`src/verilog/relay_pkg.sv`:
```
//////////////////////////////////////////////////
// shared definitions for the relay cpu core
// state numbers, opcode groups, alu and register
// codes, the instruction union
//////////////////////////////////////////////////
package relay_pkg;
	typedef logic [4:0] state_t;
	localparam state_t st_idle = 5'd0; // after reset
	localparam state_t st_1 = 5'd1;
	localparam state_t st_2 = 5'd2;
	localparam state_t st_3 = 5'd3;
	localparam state_t st_4 = 5'd4;
	localparam state_t st_5 = 5'd5;
	localparam state_t st_6 = 5'd6;
	localparam state_t st_7 = 5'd7;
	localparam state_t st_8 = 5'd8;
	localparam state_t st_9 = 5'd9;
	localparam state_t st_10 = 5'd10;
	localparam state_t st_11 = 5'd11;
	localparam state_t st_12 = 5'd12;
	localparam state_t st_13 = 5'd13;
	localparam state_t st_14 = 5'd14;
	localparam state_t st_15 = 5'd15;
	localparam state_t st_16 = 5'd16;
	localparam state_t st_17 = 5'd17;
	localparam state_t st_18 = 5'd18;
	localparam state_t st_19 = 5'd19;
	localparam state_t st_20 = 5'd20;
	localparam state_t st_21 = 5'd21;
	localparam state_t st_22 = 5'd22;
	localparam state_t st_23 = 5'd23;
	localparam state_t st_24 = 5'd24;

	localparam state_t last_short = 5'd8; // mov8, setab, alu
	localparam state_t last_ldst = 5'd11; // also mov16
	localparam state_t last_inc = 5'd14;
	localparam state_t last_goto = 5'd24;

	localparam logic [1:0] op_mov8 = 2'b00;
	localparam logic [1:0] op_setab = 2'b01;
	localparam logic [1:0] op_goto = 2'b11;
	localparam logic [3:0] op_alu = 4'b1000;
	localparam logic [3:0] op_ldst = 4'b1001;
	localparam logic [3:0] op_mov16 = 4'b1010;
	localparam logic [3:0] op_inc = 4'b1011;
	localparam logic [7:0] op_halt = 8'hAE;
	localparam logic [7:0] op_return = 8'hAA; // xy to pc
	localparam logic [2:0] goto_code = 3'b110;
	localparam logic [2:0] call_code = 3'b111;

	localparam int z0 = 0; // branch if not zero
	localparam int z1 = 1; // branch if zero
	localparam int cy = 2; // branch if no carry
	localparam int s = 3; // branch if sign

	typedef logic [2:0] inst_class_t;
	localparam inst_class_t cls_short = 3'd0;
	localparam inst_class_t cls_ldst = 3'd1;
	localparam inst_class_t cls_mov16 = 3'd2;
	localparam inst_class_t cls_inc = 3'd3;
	localparam inst_class_t cls_goto = 3'd4;

	typedef logic [2:0] alu_fn_t;
	localparam alu_fn_t alu_add = 3'd0;
	localparam alu_fn_t alu_inc = 3'd1;
	localparam alu_fn_t alu_and = 3'd2;
	localparam alu_fn_t alu_or = 3'd3;
	localparam alu_fn_t alu_xor = 3'd4;
	localparam alu_fn_t alu_not = 3'd5;
	localparam alu_fn_t alu_shl = 3'd6;
	localparam alu_fn_t alu_nop = 3'd7;

	typedef logic [2:0] reg_sel_t;
	localparam reg_sel_t reg_a = 3'd0;
	localparam reg_sel_t reg_b = 3'd1;
	localparam reg_sel_t reg_c = 3'd2;
	localparam reg_sel_t reg_d = 3'd3;
	localparam reg_sel_t reg_m1 = 3'd4;
	localparam reg_sel_t reg_m2 = 3'd5;
	localparam reg_sel_t reg_x = 3'd6;
	localparam reg_sel_t reg_y = 3'd7;

	typedef union packed {
		logic [7:0] raw;
		struct packed {
			logic [1:0] op;
			reg_sel_t dst;
			reg_sel_t src;
		} mov8;
		struct packed {
			logic [1:0] op;
			logic to_b;
			logic [4:0] imm;
		} setab;
		struct packed {
			logic [3:0] op;
			logic to_d;
			alu_fn_t fn;
		} alu;
		struct packed {
			logic [3:0] op;
			logic store;
			logic pad;
			logic [1:0] rs; // a to d only
		} ldst;
		struct packed {
			logic [3:0] op;
			logic xy;
			logic j;
			logic [1:0] pad;
		} mov16;
		struct packed {
			logic [1:0] op;
			logic j; // address bytes into j, else m
			logic pad;
			logic [3:0] cond;
		} goto;
	} inst_u;
endpackage
```
`src/verilog/control_if.sv`:
```
//////////////////////////////////////////////////
// control strobes from decoder to datapath
// loads, bus selects, alu and memory controls
//////////////////////////////////////////////////
`timescale 1ns/1ns
interface control_if (
	input logic clk
);
	import relay_pkg::*;

	logic ld_a, ld_b, ld_c, ld_d, ld_m1, ld_m2, ld_x, ld_y;
	logic ld_j1, ld_j2, ld_xy, ld_pc, ld_inc, ld_inst, ld_cond;
	logic sel_a, sel_b, sel_c, sel_d, sel_m1, sel_m2, sel_x, sel_y; // data bus
	logic sel_imm;
	logic sel_m, sel_j, sel_xy, sel_pc, sel_inc; // address bus
	alu_fn_t alu_fn;
	logic [7:0] imm_data;
	logic mem_read_en, mem_write_en;

	modport decode (
		input clk,
		output ld_a, ld_b, ld_c, ld_d, ld_m1, ld_m2, ld_x, ld_y,
		output ld_j1, ld_j2, ld_xy, ld_pc, ld_inc, ld_inst, ld_cond,
		output sel_a, sel_b, sel_c, sel_d, sel_m1, sel_m2, sel_x, sel_y, sel_imm,
		output sel_m, sel_j, sel_xy, sel_pc, sel_inc,
		output alu_fn, imm_data, mem_read_en, mem_write_en
	);

	modport datapath (
		input ld_a, ld_b, ld_c, ld_d, ld_m1, ld_m2, ld_x, ld_y,
		input ld_j1, ld_j2, ld_xy, ld_pc, ld_inc, ld_inst, ld_cond,
		input sel_a, sel_b, sel_c, sel_d, sel_m1, sel_m2, sel_x, sel_y, sel_imm,
		input sel_m, sel_j, sel_xy, sel_pc, sel_inc,
		input alu_fn, imm_data, mem_read_en, mem_write_en
	);
endinterface

```
`src/verilog/relay_cpu.sv`:
```
//////////////////////////////////////////////////
// relay cpu core top level
// sequencer, decoder and datapath on memory ports
//////////////////////////////////////////////////
`timescale 1ns/1ns
module relay_cpu (
	input logic clk,
	input logic reset,
	output logic [15:0] mem_addr,
	output logic [7:0] mem_wdata,
	output logic mem_read,
	output logic mem_write,
	output logic halt,
	input logic [7:0] mem_rdata
);
	import relay_pkg::*;

	state_t state;
	inst_class_t inst_class;
	inst_u inst;
	logic zero;
	logic carry;
	logic sign;

	control_if ctl (
		.clk(clk)
	);

	sequencer i_sequencer (
		.clk(clk),
		.reset(reset),
		.inst_class(inst_class),
		.halt_req(halt), // freezes state
		.state(state)
	);

	decode_logic i_decode_logic (
		.state(state),
		.inst(inst),
		.zero(zero),
		.carry(carry),
		.sign(sign),
		.inst_class(inst_class),
		.halt_req(halt),
		.ctl(ctl.decode)
	);

	datapath i_datapath (
		.clk(clk),
		.reset(reset),
		.mem_rdata(mem_rdata),
		.ctl(ctl.datapath),
		.inst(inst),
		.zero(zero),
		.carry(carry),
		.sign(sign),
		.mem_addr(mem_addr),
		.mem_wdata(mem_wdata),
		.mem_read(mem_read),
		.mem_write(mem_write)
	);
endmodule

```
`src/verilog/datapath.sv`:
```
//////////////////////////////////////////////////
// registers, alu, flags and incrementer
// data and address bus multiplexers
//////////////////////////////////////////////////
`timescale 1ns/1ns
module datapath (
	input logic clk,
	input logic reset,
	input logic [7:0] mem_rdata,
	control_if.datapath ctl,
	output relay_pkg::inst_u inst,
	output logic zero,
	output logic carry,
	output logic sign,
	output logic [15:0] mem_addr,
	output logic [7:0] mem_wdata,
	output logic mem_read,
	output logic mem_write
);
	import relay_pkg::*;

	logic [7:0] a, b, c, d, m1, m2, x, y, j1, j2;
	logic [15:0] pc;
	logic [15:0] inc; // incrementer latch
	logic [7:0] data_bus;
	logic [15:0] addr_bus;
	logic [7:0] alu_y;
	logic alu_carry;
	logic alu_active;

	assign alu_active = ctl.alu_fn != alu_nop;

	// alu inputs are always b and c
	always_comb
	begin
		alu_carry = 1'b0;
		case (ctl.alu_fn)
			alu_add: {alu_carry, alu_y} = {1'b0, b} + {1'b0, c};
			alu_inc: {alu_carry, alu_y} = {1'b0, b} + 9'd1;
			alu_and: alu_y = b & c;
			alu_or: alu_y = b | c;
			alu_xor: alu_y = b ^ c;
			alu_not: alu_y = ~b;
			alu_shl: alu_y = {b[6:0], b[7]}; // circular
			default: alu_y = b;
		endcase
	end

	always_comb
	begin
		case (1'b1)
			ctl.sel_a: data_bus = a;
			ctl.sel_b: data_bus = b;
			ctl.sel_c: data_bus = c;
			ctl.sel_d: data_bus = d;
			ctl.sel_m1: data_bus = m1;
			ctl.sel_m2: data_bus = m2;
			ctl.sel_x: data_bus = x;
			ctl.sel_y: data_bus = y;
			ctl.sel_imm: data_bus = ctl.imm_data;
			alu_active: data_bus = alu_y;
			ctl.mem_read_en: data_bus = mem_rdata;
			default: data_bus = '0;
		endcase
	end

	always_comb
	begin
		case (1'b1)
			ctl.sel_pc: addr_bus = pc;
			ctl.sel_m: addr_bus = {m1, m2};
			ctl.sel_xy: addr_bus = {x, y};
			ctl.sel_j: addr_bus = {j1, j2};
			ctl.sel_inc: addr_bus = inc;
			default: addr_bus = '0;
		endcase
	end

	always_ff @(posedge clk)
	begin
		if (reset)
		begin
			a <= '0;
			b <= '0;
			c <= '0;
			d <= '0;
			m1 <= '0;
			m2 <= '0;
			x <= '0;
			y <= '0;
			j1 <= '0;
			j2 <= '0;
			pc <= '0;
			inc <= '0;
			inst <= '0;
			zero <= 1'b0;
			carry <= 1'b0;
			sign <= 1'b0;
		end
		else
		begin
			if (ctl.ld_a) a <= data_bus;
			if (ctl.ld_b) b <= data_bus;
			if (ctl.ld_c) c <= data_bus;
			if (ctl.ld_d) d <= data_bus;
			if (ctl.ld_m1) m1 <= data_bus;
			if (ctl.ld_m2) m2 <= data_bus;
			if (ctl.ld_x) x <= data_bus;
			if (ctl.ld_y) y <= data_bus;
			if (ctl.ld_xy) {x, y} <= addr_bus;
			if (ctl.ld_j1) j1 <= data_bus;
			if (ctl.ld_j2) j2 <= data_bus;
			if (ctl.ld_pc) pc <= addr_bus;
			if (ctl.ld_inc) inc <= addr_bus + 16'd1;
			if (ctl.ld_inst) inst <= data_bus;
			if (ctl.ld_cond)
			begin
				zero <= data_bus == 8'd0; // alu result on alu ops
				sign <= data_bus[7];
				carry <= alu_carry;
			end
		end
	end

	assign mem_addr = addr_bus;
	assign mem_wdata = data_bus;
	assign mem_read = ctl.mem_read_en;
	assign mem_write = ctl.mem_write_en;

	a_no_read_write: assert property (@(posedge clk) disable iff (reset)
		!(mem_read && mem_write));
endmodule

```
`src/verilog/decode_logic.sv`:
```
//////////////////////////////////////////////////
// instruction decoder
// state and instruction byte to control strobes,
// instruction group and halt request
//////////////////////////////////////////////////
`timescale 1ns/1ns
module decode_logic (
	input relay_pkg::state_t state,
	input relay_pkg::inst_u inst,
	input logic zero,
	input logic carry,
	input logic sign,
	output relay_pkg::inst_class_t inst_class,
	output logic halt_req,
	control_if.decode ctl
);
	import relay_pkg::*;

	logic [7:0] ld_reg; // indexed by register code
	logic [7:0] sel_reg;
	logic is_mov8;
	logic is_setab;
	logic take_jump;

	// high from state first up to the state before clear
	function automatic logic span(input state_t now, input state_t first, input state_t clear);
		return now >= first && now < clear;
	endfunction

	assign is_mov8 = inst.mov8.op == op_mov8;
	assign is_setab = inst.setab.op == op_setab;
	assign halt_req = inst.raw == op_halt && state == st_9;
	assign ctl.imm_data = {{3{inst.setab.imm[4]}}, inst.setab.imm};

	assign take_jump = inst.goto.cond[2:0] == goto_code || inst.goto.cond[2:0] == call_code
		|| (inst.goto.cond[z0] && !zero) || (inst.goto.cond[z1] && zero)
		|| (inst.goto.cond[cy] && !carry) || (inst.goto.cond[s] && sign);

	always_comb
	begin
		if (inst.goto.op == op_goto)
			inst_class = cls_goto;
		else if (inst.ldst.op == op_ldst)
			inst_class = cls_ldst;
		else if (inst.mov16.op == op_mov16)
			inst_class = cls_mov16;
		else if (inst.alu.op == op_inc)
			inst_class = cls_inc;
		else
			inst_class = cls_short; // mov8, setab, alu
	end

	always_comb
	begin
		ld_reg = '0;
		sel_reg = '0;
		ctl.ld_j1 = 1'b0;
		ctl.ld_j2 = 1'b0;
		ctl.ld_xy = 1'b0;
		ctl.ld_cond = 1'b0;
		ctl.sel_m = 1'b0;
		ctl.sel_j = 1'b0;
		ctl.sel_xy = 1'b0;
		ctl.sel_imm = 1'b0;
		ctl.mem_write_en = 1'b0;
		ctl.alu_fn = alu_nop;
		ctl.sel_pc = span(state, st_1, st_4); // fetch
		ctl.mem_read_en = span(state, st_1, st_4);
		ctl.ld_inst = span(state, st_2, st_3);
		ctl.ld_inc = span(state, st_2, st_3);
		ctl.ld_pc = span(state, st_5, st_6); // pc past opcode
		ctl.sel_inc = span(state, st_5, st_7);
		case (inst_class)
			cls_short:
			begin
				if (is_mov8)
				begin
					ld_reg[inst.mov8.dst] = span(state, st_5, st_6);
					sel_reg[inst.mov8.src] = span(state, st_5, st_7);
				end
				else if (is_setab)
				begin
					ctl.sel_imm = span(state, st_4, st_7);
					ctl.ld_cond = span(state, st_5, st_6);
					ld_reg[inst.setab.to_b ? reg_b : reg_a] = span(state, st_5, st_6);
				end
				else
				begin
					if (span(state, st_4, st_7))
						ctl.alu_fn = inst.alu.fn;
					ctl.ld_cond = span(state, st_5, st_6);
					ld_reg[inst.alu.to_d ? reg_d : reg_a] = span(state, st_5, st_6);
				end
			end
			cls_ldst:
			begin
				ctl.sel_m = span(state, st_8, st_11);
				if (inst.ldst.store)
				begin
					sel_reg[{1'b0, inst.ldst.rs}] = span(state, st_8, st_11);
					ctl.mem_write_en = span(state, st_9, st_10); // single state
				end
				else
				begin
					if (span(state, st_8, st_10))
						ctl.mem_read_en = 1'b1;
					ld_reg[{1'b0, inst.ldst.rs}] = span(state, st_9, st_10);
				end
			end
			cls_inc:
			begin
				ctl.sel_xy = span(state, st_8, st_10);
				if (span(state, st_8, st_9))
					ctl.ld_inc = 1'b1; // xy + 1
				ctl.ld_xy = span(state, st_11, st_12);
				if (span(state, st_11, st_13))
					ctl.sel_inc = 1'b1;
			end
			cls_mov16:
			begin
				if (inst.raw == op_return)
				begin
					ctl.sel_xy = span(state, st_8, st_10);
					if (span(state, st_8, st_9))
						ctl.ld_pc = 1'b1;
				end
				else if (inst.raw != op_halt)
				begin
					ctl.sel_j = inst.mov16.j && span(state, st_8, st_10);
					ctl.sel_m = !inst.mov16.j && span(state, st_8, st_10);
					ctl.ld_xy = inst.mov16.xy && span(state, st_8, st_9);
					if (!inst.mov16.xy && span(state, st_8, st_9))
						ctl.ld_pc = 1'b1;
				end
			end
			cls_goto:
			begin
				if (span(state, st_8, st_11) || span(state, st_15, st_18))
				begin
					ctl.sel_pc = 1'b1; // address byte reads
					ctl.mem_read_en = 1'b1;
				end
				if (span(state, st_9, st_10) || span(state, st_16, st_17))
					ctl.ld_inc = 1'b1;
				if (span(state, st_12, st_13) || span(state, st_19, st_20)
					|| (take_jump && span(state, st_22, st_23)))
					ctl.ld_pc = 1'b1;
				if (span(state, st_12, st_14) || span(state, st_19, st_21))
					ctl.sel_inc = 1'b1;
				ctl.ld_j1 = inst.goto.j && span(state, st_9, st_10);
				ctl.ld_j2 = inst.goto.j && span(state, st_16, st_17);
				ld_reg[reg_m1] = !inst.goto.j && span(state, st_9, st_10);
				ld_reg[reg_m2] = !inst.goto.j && span(state, st_16, st_17);
				ctl.sel_j = take_jump && span(state, st_22, st_24);
			end
			default:
				ctl.alu_fn = alu_nop;
		endcase
		ctl.ld_a = ld_reg[reg_a];
		ctl.ld_b = ld_reg[reg_b];
		ctl.ld_c = ld_reg[reg_c];
		ctl.ld_d = ld_reg[reg_d];
		ctl.ld_m1 = ld_reg[reg_m1];
		ctl.ld_m2 = ld_reg[reg_m2];
		ctl.ld_x = ld_reg[reg_x];
		ctl.ld_y = ld_reg[reg_y];
		ctl.sel_a = sel_reg[reg_a];
		ctl.sel_b = sel_reg[reg_b];
		ctl.sel_c = sel_reg[reg_c];
		ctl.sel_d = sel_reg[reg_d];
		ctl.sel_m1 = sel_reg[reg_m1];
		ctl.sel_m2 = sel_reg[reg_m2];
		ctl.sel_x = sel_reg[reg_x];
		ctl.sel_y = sel_reg[reg_y];
	end

	a_one_data_source: assert property (@(posedge ctl.clk) $onehot0({ctl.sel_a, ctl.sel_b,
		ctl.sel_c, ctl.sel_d, ctl.sel_m1, ctl.sel_m2, ctl.sel_x, ctl.sel_y, ctl.sel_imm}));
endmodule

```
`src/verilog/sequencer.sv`:
```
//////////////////////////////////////////////////
// instruction state counter
// wraps at the group's last state, holds on halt
//////////////////////////////////////////////////
`timescale 1ns/1ns
module sequencer (
	input logic clk,
	input logic reset,
	input relay_pkg::inst_class_t inst_class,
	input logic halt_req,
	output relay_pkg::state_t state
);
	import relay_pkg::*;

	state_t last_state;

	always_comb
	begin
		case (inst_class)
			cls_ldst, cls_mov16: last_state = last_ldst;
			cls_inc: last_state = last_inc;
			cls_goto: last_state = last_goto;
			default: last_state = last_short;
		endcase
	end

	always_ff @(posedge clk)
	begin
		if (reset)
			state <= st_idle;
		else if (!halt_req)
		begin
			if (state == st_idle || state == last_state)
				state <= st_1; // next fetch
			else
				state <= state + 5'd1;
		end
	end

	a_state_range: assert property (@(posedge clk) state <= st_24);
endmodule

```
`config.mk`:
```
export PLATFORM = sky130hd
export DESIGN_NAME = relay_cpu
export DESIGN_NICKNAME = d
export VERILOG_FILES = /design/src/verilog/relay_pkg.sv /design/src/verilog/control_if.sv /design/src/verilog/relay_cpu.sv /design/src/verilog/datapath.sv /design/src/verilog/decode_logic.sv /design/src/verilog/sequencer.sv
export SDC_FILE = /design/constraint.sdc
export NUM_CORES = 1
export LEC_CHECK = 0
export BUFFER_PORTS_ARGS = -buffer_cell sky130_fd_sc_hd__buf_4
export CORE_ASPECT_RATIO = 1.1
export CORE_MARGIN = 2
export CORE_UTILIZATION = 35
export CTS_BUF_LIST = sky130_fd_sc_hd__clkbuf_2
export DETAILED_ROUTE_END_ITERATION = 7
export SYNTH_ARGS = -nofsm -noshare
export SYNTH_HDL_FRONTEND = slang
export SYNTH_SLANG_ARGS = --single-unit
```
`constraint.sdc`:
```
create_clock -name clk -period 5.6 [get_ports clk]
set_clock_uncertainty 0.2 [all_clocks]
set_input_delay 0.84 -clock clk [delete_from_list [all_inputs] [get_ports clk]]
set_output_delay 0.84 -clock clk [all_outputs]
set_load 0.1 [all_outputs]
```
Word-level counts from Yosys, hierarchy flattened
Cells that the tools add are included.
{ "classes": {"addsub": 4, "mul": 0, "div": 0, "magnitude_cmp": 38, "eq_ne": 23, "shift": 0, "muxes": 90, "bitwise_logic": 10, "reduce_logical": 63} }
{ "ops": {"columns": ["operator", "count"], "rows": [
  ["2-to-1 mux 8 bit", 20],
  ["2-to-1 mux 16 bit", 5],
  ["case mux 8 bit (7 select lines)", 1],
  ["AND 8 bit", 5],
  ["logical AND 1 bit", 39],
  ["2-to-1 mux 1 bit", 35],
  ["< comparator 5 x 4 -> 1 bit (second input constant)", 6],
  ["< comparator 5 bit (second input constant)", 6],
  ["greater-or-equal comparator 5 x 4 -> 1 bit (second input constant)", 5],
  ["2-to-1 mux 3 bit", 7],
  ["equality test 3 bit (second input constant)", 6],
  ["case mux 1 bit (2 select lines)", 9],
  ["adder 16 x 1 -> 16 bit (second input constant)", 1],
  ["AND 8 x 4 -> 8 bit", 2],
  ["equality test 8 bit (second input constant)", 2],
  ["< comparator 3 x 4 -> 1 bit (second input constant)", 4],
  ["case mux 8 bit (2 select lines)", 1],
  ["greater-or-equal comparator 5 bit (second input constant)", 3],
  ["< comparator 5 x 3 -> 1 bit (second input constant)", 3],
  ["case mux 5 bit (3 select lines)", 1],
  ["demux 1 bit (select 3 bit)", 4],
  ["equality test 3 x 2 -> 1 bit (second input constant)", 4],
  ["equality test 4 bit (second input constant)", 3],
  ["greater-or-equal comparator 3 x 1 -> 1 bit (second input constant)", 4],
  ["33 further kinds", 52]
]} }
{ "word_totals": {"ff_bits": 128, "latchBits": 0, "mem_bits_rw": 0, "romBits": 0, "inputBits": 10, "out_inout_bits": 27, "mem_count": 0} }

Logic depth before layout (Yosys ltp)
{ "logic_depth": {"word_depth": 21, "ltp_mapped": 17} }

Cells and area by module
Synthesis repeated with hierarchy kept, for this count alone.
{ "unflattened": {"hier_cells": 1106, "hier_area_um2": 8813.5} }
{ "modules_own_cells": {"columns": ["mod", "n_inst", "cells_each", "area_per_inst_um2", "seq_area_each_um2"], "rows": [
  ["datapath", 1, 922, 7562.3, 2462.4],
  ["decode_logic", 1, 142, 915.9, 0.0],
  ["sequencer", 1, 42, 335.3, 100.1]
]} }

Least setup slack after synthesis
No wires, ideal clock.
{ "synth_timing": {"path_kind": "register to output", "from": "register i_sequencer.state[1]", "to": "output mem_write", "arrival_ps": 4220, "slack_ps": 340, "stages_incl_launch_ff": 7, "path_buffers": 1, "path_cell_list": "dfxtp_1 buf_4 inv_2 ha_1 nor2_1 or4_1 nor4_1"} }
{ "synth_between": {"elab_chain_len": 4} }
{ "synth_lines": {"columns": ["item", "line_no", "text"], "rows": [
  ["start: declaration", "sequencer.sv:11", "output relay_pkg::state_t state"],
  ["start signal: assignment", "sequencer.sv:30", "state <= st_idle;"],
  ["start signal: assignment", "sequencer.sv:34", "state <= st_1;"],
  ["start signal: assignment", "sequencer.sv:36", "state <= state + 5'd1;"],
  ["greater-or-equal comparator 5 x 4 -> 1 bit / < comparator 5 x 4 -> 1 bit (equally long branches)", "decode_logic.sv:27", "return now >= first && now < clear;"],
  ["logical AND 1 bit (*)", "decode_logic.sv:27", null],
  ["2-to-1 mux 1 bit (*)", "decode_logic.sv:98", "if (inst.ldst.store)"],
  ["2-to-1 mux 1 bit (*)", "decode_logic.sv:73", "case (inst_class)"],
  ["end: declaration", "relay_cpu.sv:12", "output logic mem_write,"]
]} }
Every way passes the cells marked *; elsewhere a longest branch is shown, timed or not.

Worst setup path in the final report
{ "layout_timing": {"from": "register i_sequencer.state[1]", "to": "output mem_wdata[4]"} }
{ "layout_between": {"elab_chain_len": 18} }
{ "layout_lines": {"columns": ["item", "line_no", "text"], "rows": [
  ["greater-or-equal comparator 5 x 3 -> 1 bit / < comparator 5 x 3 -> 1 bit (equally long branches)", "decode_logic.sv:27", null],
  ["logical AND 1 bit", "decode_logic.sv:27", null],
  ["2-to-1 mux 3 bit", "decode_logic.sv:89", "if (span(state, st_4, st_7))"],
  ["2-to-1 mux 3 bit", "decode_logic.sv:81", "else if (is_setab)"],
  ["2-to-1 mux 3 bit", "decode_logic.sv:76", "if (is_mov8)"],
  ["2-to-1 mux 3 bit", "decode_logic.sv:73", null],
  ["equality test 3 bit (tied with other cells)", "datapath.sv:37", "case (ctl.alu_fn)"],
  ["case mux 8 bit (7 select lines)", "datapath.sv:37", null],
  ["2-to-1 mux 8 bit (9 in series)", "datapath.sv:51", "case (1'b1)"],
  ["2-to-1 mux 8 bit (*)", "datapath.sv:51", null],
  ["end: declaration", "relay_cpu.sv:10", "output logic [7:0] mem_wdata,"]
]} }
Marks and branches as above.

==> out/qor.yml <==
outcome: "finished, final reports clean"
layout_min_cycle_time_ps: 5360
worst_setup_path_end_kind: "primary output"
syn-mean-instance-area_um2: 8.06
syn_area_um2: 8170
floorplan.initialDensity: 0.356
power.internal_mw: 1.24
required_ps: 4560
via_count_of_the_first_global_routing_pass: 7257
grt_usage: 0.230
globalRouteOverflowTotal: 0
max_cap_violations: 0
cp.buffers_inverters: 3
finalWeightedCongestion: 0.938
grt_first_pass_wirelength_mm: 43.2
rsz0062_at_grt: "false"
h-tree-depth: 4
clock_sinks: 128
multi_input_comb_area_um2: 5170
detailedPlace.worstSlack_ps: 920
io_buffer_count: 36
cp-start-kind: "flip-flop"
cts_tree: "built"
detail_route.vias_per_cell: 6.04
setup_ws_ps: 239
synthesis.nets: 1047
ratio_of_cells_with_drive_above_1_in_the_final_layout: 0.148
design.final.nets: 1050
area.growth.synth_to_final_pct: 9.61
sequentialPowerShare: 0.476
place_hpwl_mm: 20.3
synth_seq_area_share: 0.314
dieWidth_um: 150
drt_pass1_iterations: 6
pwr-share-clk: 0.298
synth.ff_latch_count: 128
hold_path.class: "flip-flop to flip-flop"
final-hold-violation-count: 0
setup-violations-final: 0
antenna_found_initial: 1
peakVddDrop_uv: 106
synth.distinct_cells: 92
synthDominantAreaCellType: "dfxtp_1"
cpLargestDelayFamily: "compound AO/OA/AOI/OAI gates"
dr_total_vias: 8033
syn_inst: 1014
max_slew.worst_pin.slew_ps: 1190
cts_root_buffer: "clkbuf_2"
critical_path_class: "flip-flop to primary output"
p_sw_mw: 0.739
numPlacedInstances: 1298
largestRegisters: "i_datapath.inc x16, i_datapath.pc x16"
cts.path.max_buffers: 2
floorplan.rows: 58
io-pin-count: 37
die_h_um: 164
critPathMaxFanout: 17
fin_tns_setup_ps: 0
seq_area_um2: 2570
totalWireLength_mm: 28.4
report.power.total_mw: 1.98
synth.top_cells.by_count: "165 x nor2_1, 128 x dfxtp_1, 71 x a21oi_1"
max_slew_margin: 0.206
cp_data_arrival_time_ps: 4320
worst_path_largest_cell_delay_ps: 560
achievable-frequency_mhz: 187
power_frac_comb: 0.226
timing.final.max_slew_violations: 0
drt_iter0_drc: 848
clk_pin_slew_ps: 230
yosysMostFrequentCell: "nor2_1"
grt_max_degree: 65
insertion_delay_ps: 730
ys_async_sr_fraction: 0
netlist_top_cells_area: "dfxtp_1 31%, nor2_1 7.6%, a211oi_1 5.7%"
number_of_standard_cells_in_the_final_layout_excluding_fillers: 1330
yosys_warnings: 0
drcViolationCount: 0
edff_count_synth: 0
yosysTopAreaCellShare: 0.314
layout.filler_cells: 2408
crit_path_frequent_cell: "inv_2"
sequence_of_cells_on_the_critical_path: "inv_2 -> ha_1 -> nor3_2 -> o32a_2 -> o31ai_4 -> a31o_1 -> a21o_1 -> a221oi_1 -> o2bb2a_1 -> inv_2 -> buf_4"
wire_per_inst_um: 21.4
critPathSlowestCell: "dfxtp_2"
tritoncts.num_buffers: 17
power_switching_share: 0.374
design.die.area_um2: 24600
cellPowerDensity_nw_per_um2: 221
synth_top_flop_cell: "dfxtp_1"
placeableCoreArea_um2: 22900
final.period_utilization: 0.957
p_leak_nw: 2.98
ant_nets: 0
-- final timing paths --
path | startpoint | end | slack, ps | cells after the start
min reg2reg | i_datapath.d[3] | i_datapath.d[3] | 310 | 2
max | i_sequencer.state[1] | mem_wdata[4] | 240 | 11
max reg2reg | i_datapath.inst[2] | i_datapath.inc[14] | 1240 | 10
min | i_datapath.d[3] | i_datapath.d[3] | 310 | 2
-- tightest hold or removal path: stages (launching register included) --
cell,delay [ps]
dfxtp_1,350
nor2_1,100
a211oi_1,50
-- kinds of logic (layout without fill, tap and decap cells) --
| logic type | count (synthesis) | count (layout) | share of synthesized area |
|---|---|---|---|
| AOI/OAI and AO/OA | 315 | 315 | 0.282 |
| xor gates and xnor gates | 29 | 29 | 0.0311 |
| adders and majority gates | 23 | 23 | 0.0361 |
| buffers and inverters | 116 | 131 | 0.0594 |
| DFF | 128 | 128 | 0.314 |
| muxes | 53 | 53 | 0.0749 |
| other | 0 | 1 | 0 |
| and+or+nand+nor | 350 | 350 | 0.203 |
-- metrics by stage --
step                      cell area, um^2  utilization  hold WS, ps
after global routing                 8960        0.391          333
final                                8960        0.391          313
after detailed placement             8720        0.380          281
after CTS                            8950        0.390          314
after global placement               8720        0.380          275
after floorplan                      8170            -          236
-- cell type report --
| cell class | count | share of cell area |
|---|---|---|
| diodes | 1 | 0.000279 |
| clock buffers | 18 | 0.0101 |
| clock inverters | 13 | 0.0155 |
| inverters | 36 | 0.0151 |
| multi-input cells | 770 | 0.577 |
| flip-flops and latches | 128 | 0.287 |
| well taps | 300 | 0.0419 |
| repair buffers | 64 | 0.0536 |
-- power groups by stage --
stage / Combinational [mW] / Sequential, mW / Clock (mW)
2_1_floorplan: 0.337 / 0.946 / 0
3_3_place_gp: 0.439 / 0.958 / 0
3_5_place_dp: 0.439 / 0.958 / 0
4_1_cts: 0.440 / 0.940 / 0.599
5_1_grt: 0.467 / 0.944 / 0.640
6_report: 0.446 / 0.941 / 0.589
-- layer usage --
layer / up-vias / global-route usage / wire (um)
met4: 0 / 0.0995 / 973
met5: - / 0 / 0
met1: 3834 / 0.319 / 12400
met2: 381 / 0.352 / 12900
met3: 60 / 0.0356 / 2190
li1: 3758 / - / -
-- placed cells by master (no fill, tap or decap), drive strengths merged, types with 17 or more instances in the layout --
| master | n |
|---|---|
| nand3 | 20 |
| xnor2 | 19 |
| ha | 22 |
| nor2 | 167 |
| o21ai | 32 |
| nor3 | 17 |
| a21oi | 76 |
| clkbuf | 18 |
| mux2i | 42 |
| inv | 38 |
| nand2 | 66 |
| buf | 64 |
| a211oi | 63 |
| a22oi | 17 |
| dfxtp | 128 |
-- repair_timing --
item,in CTS,in global routing
setup endpoints to repair,0,3
setup buffers,0,0
hold endpoints to repair,0,0
hold buffers,0,0
gates resized for setup,0,3
Power figures use the tool's default switching activity.
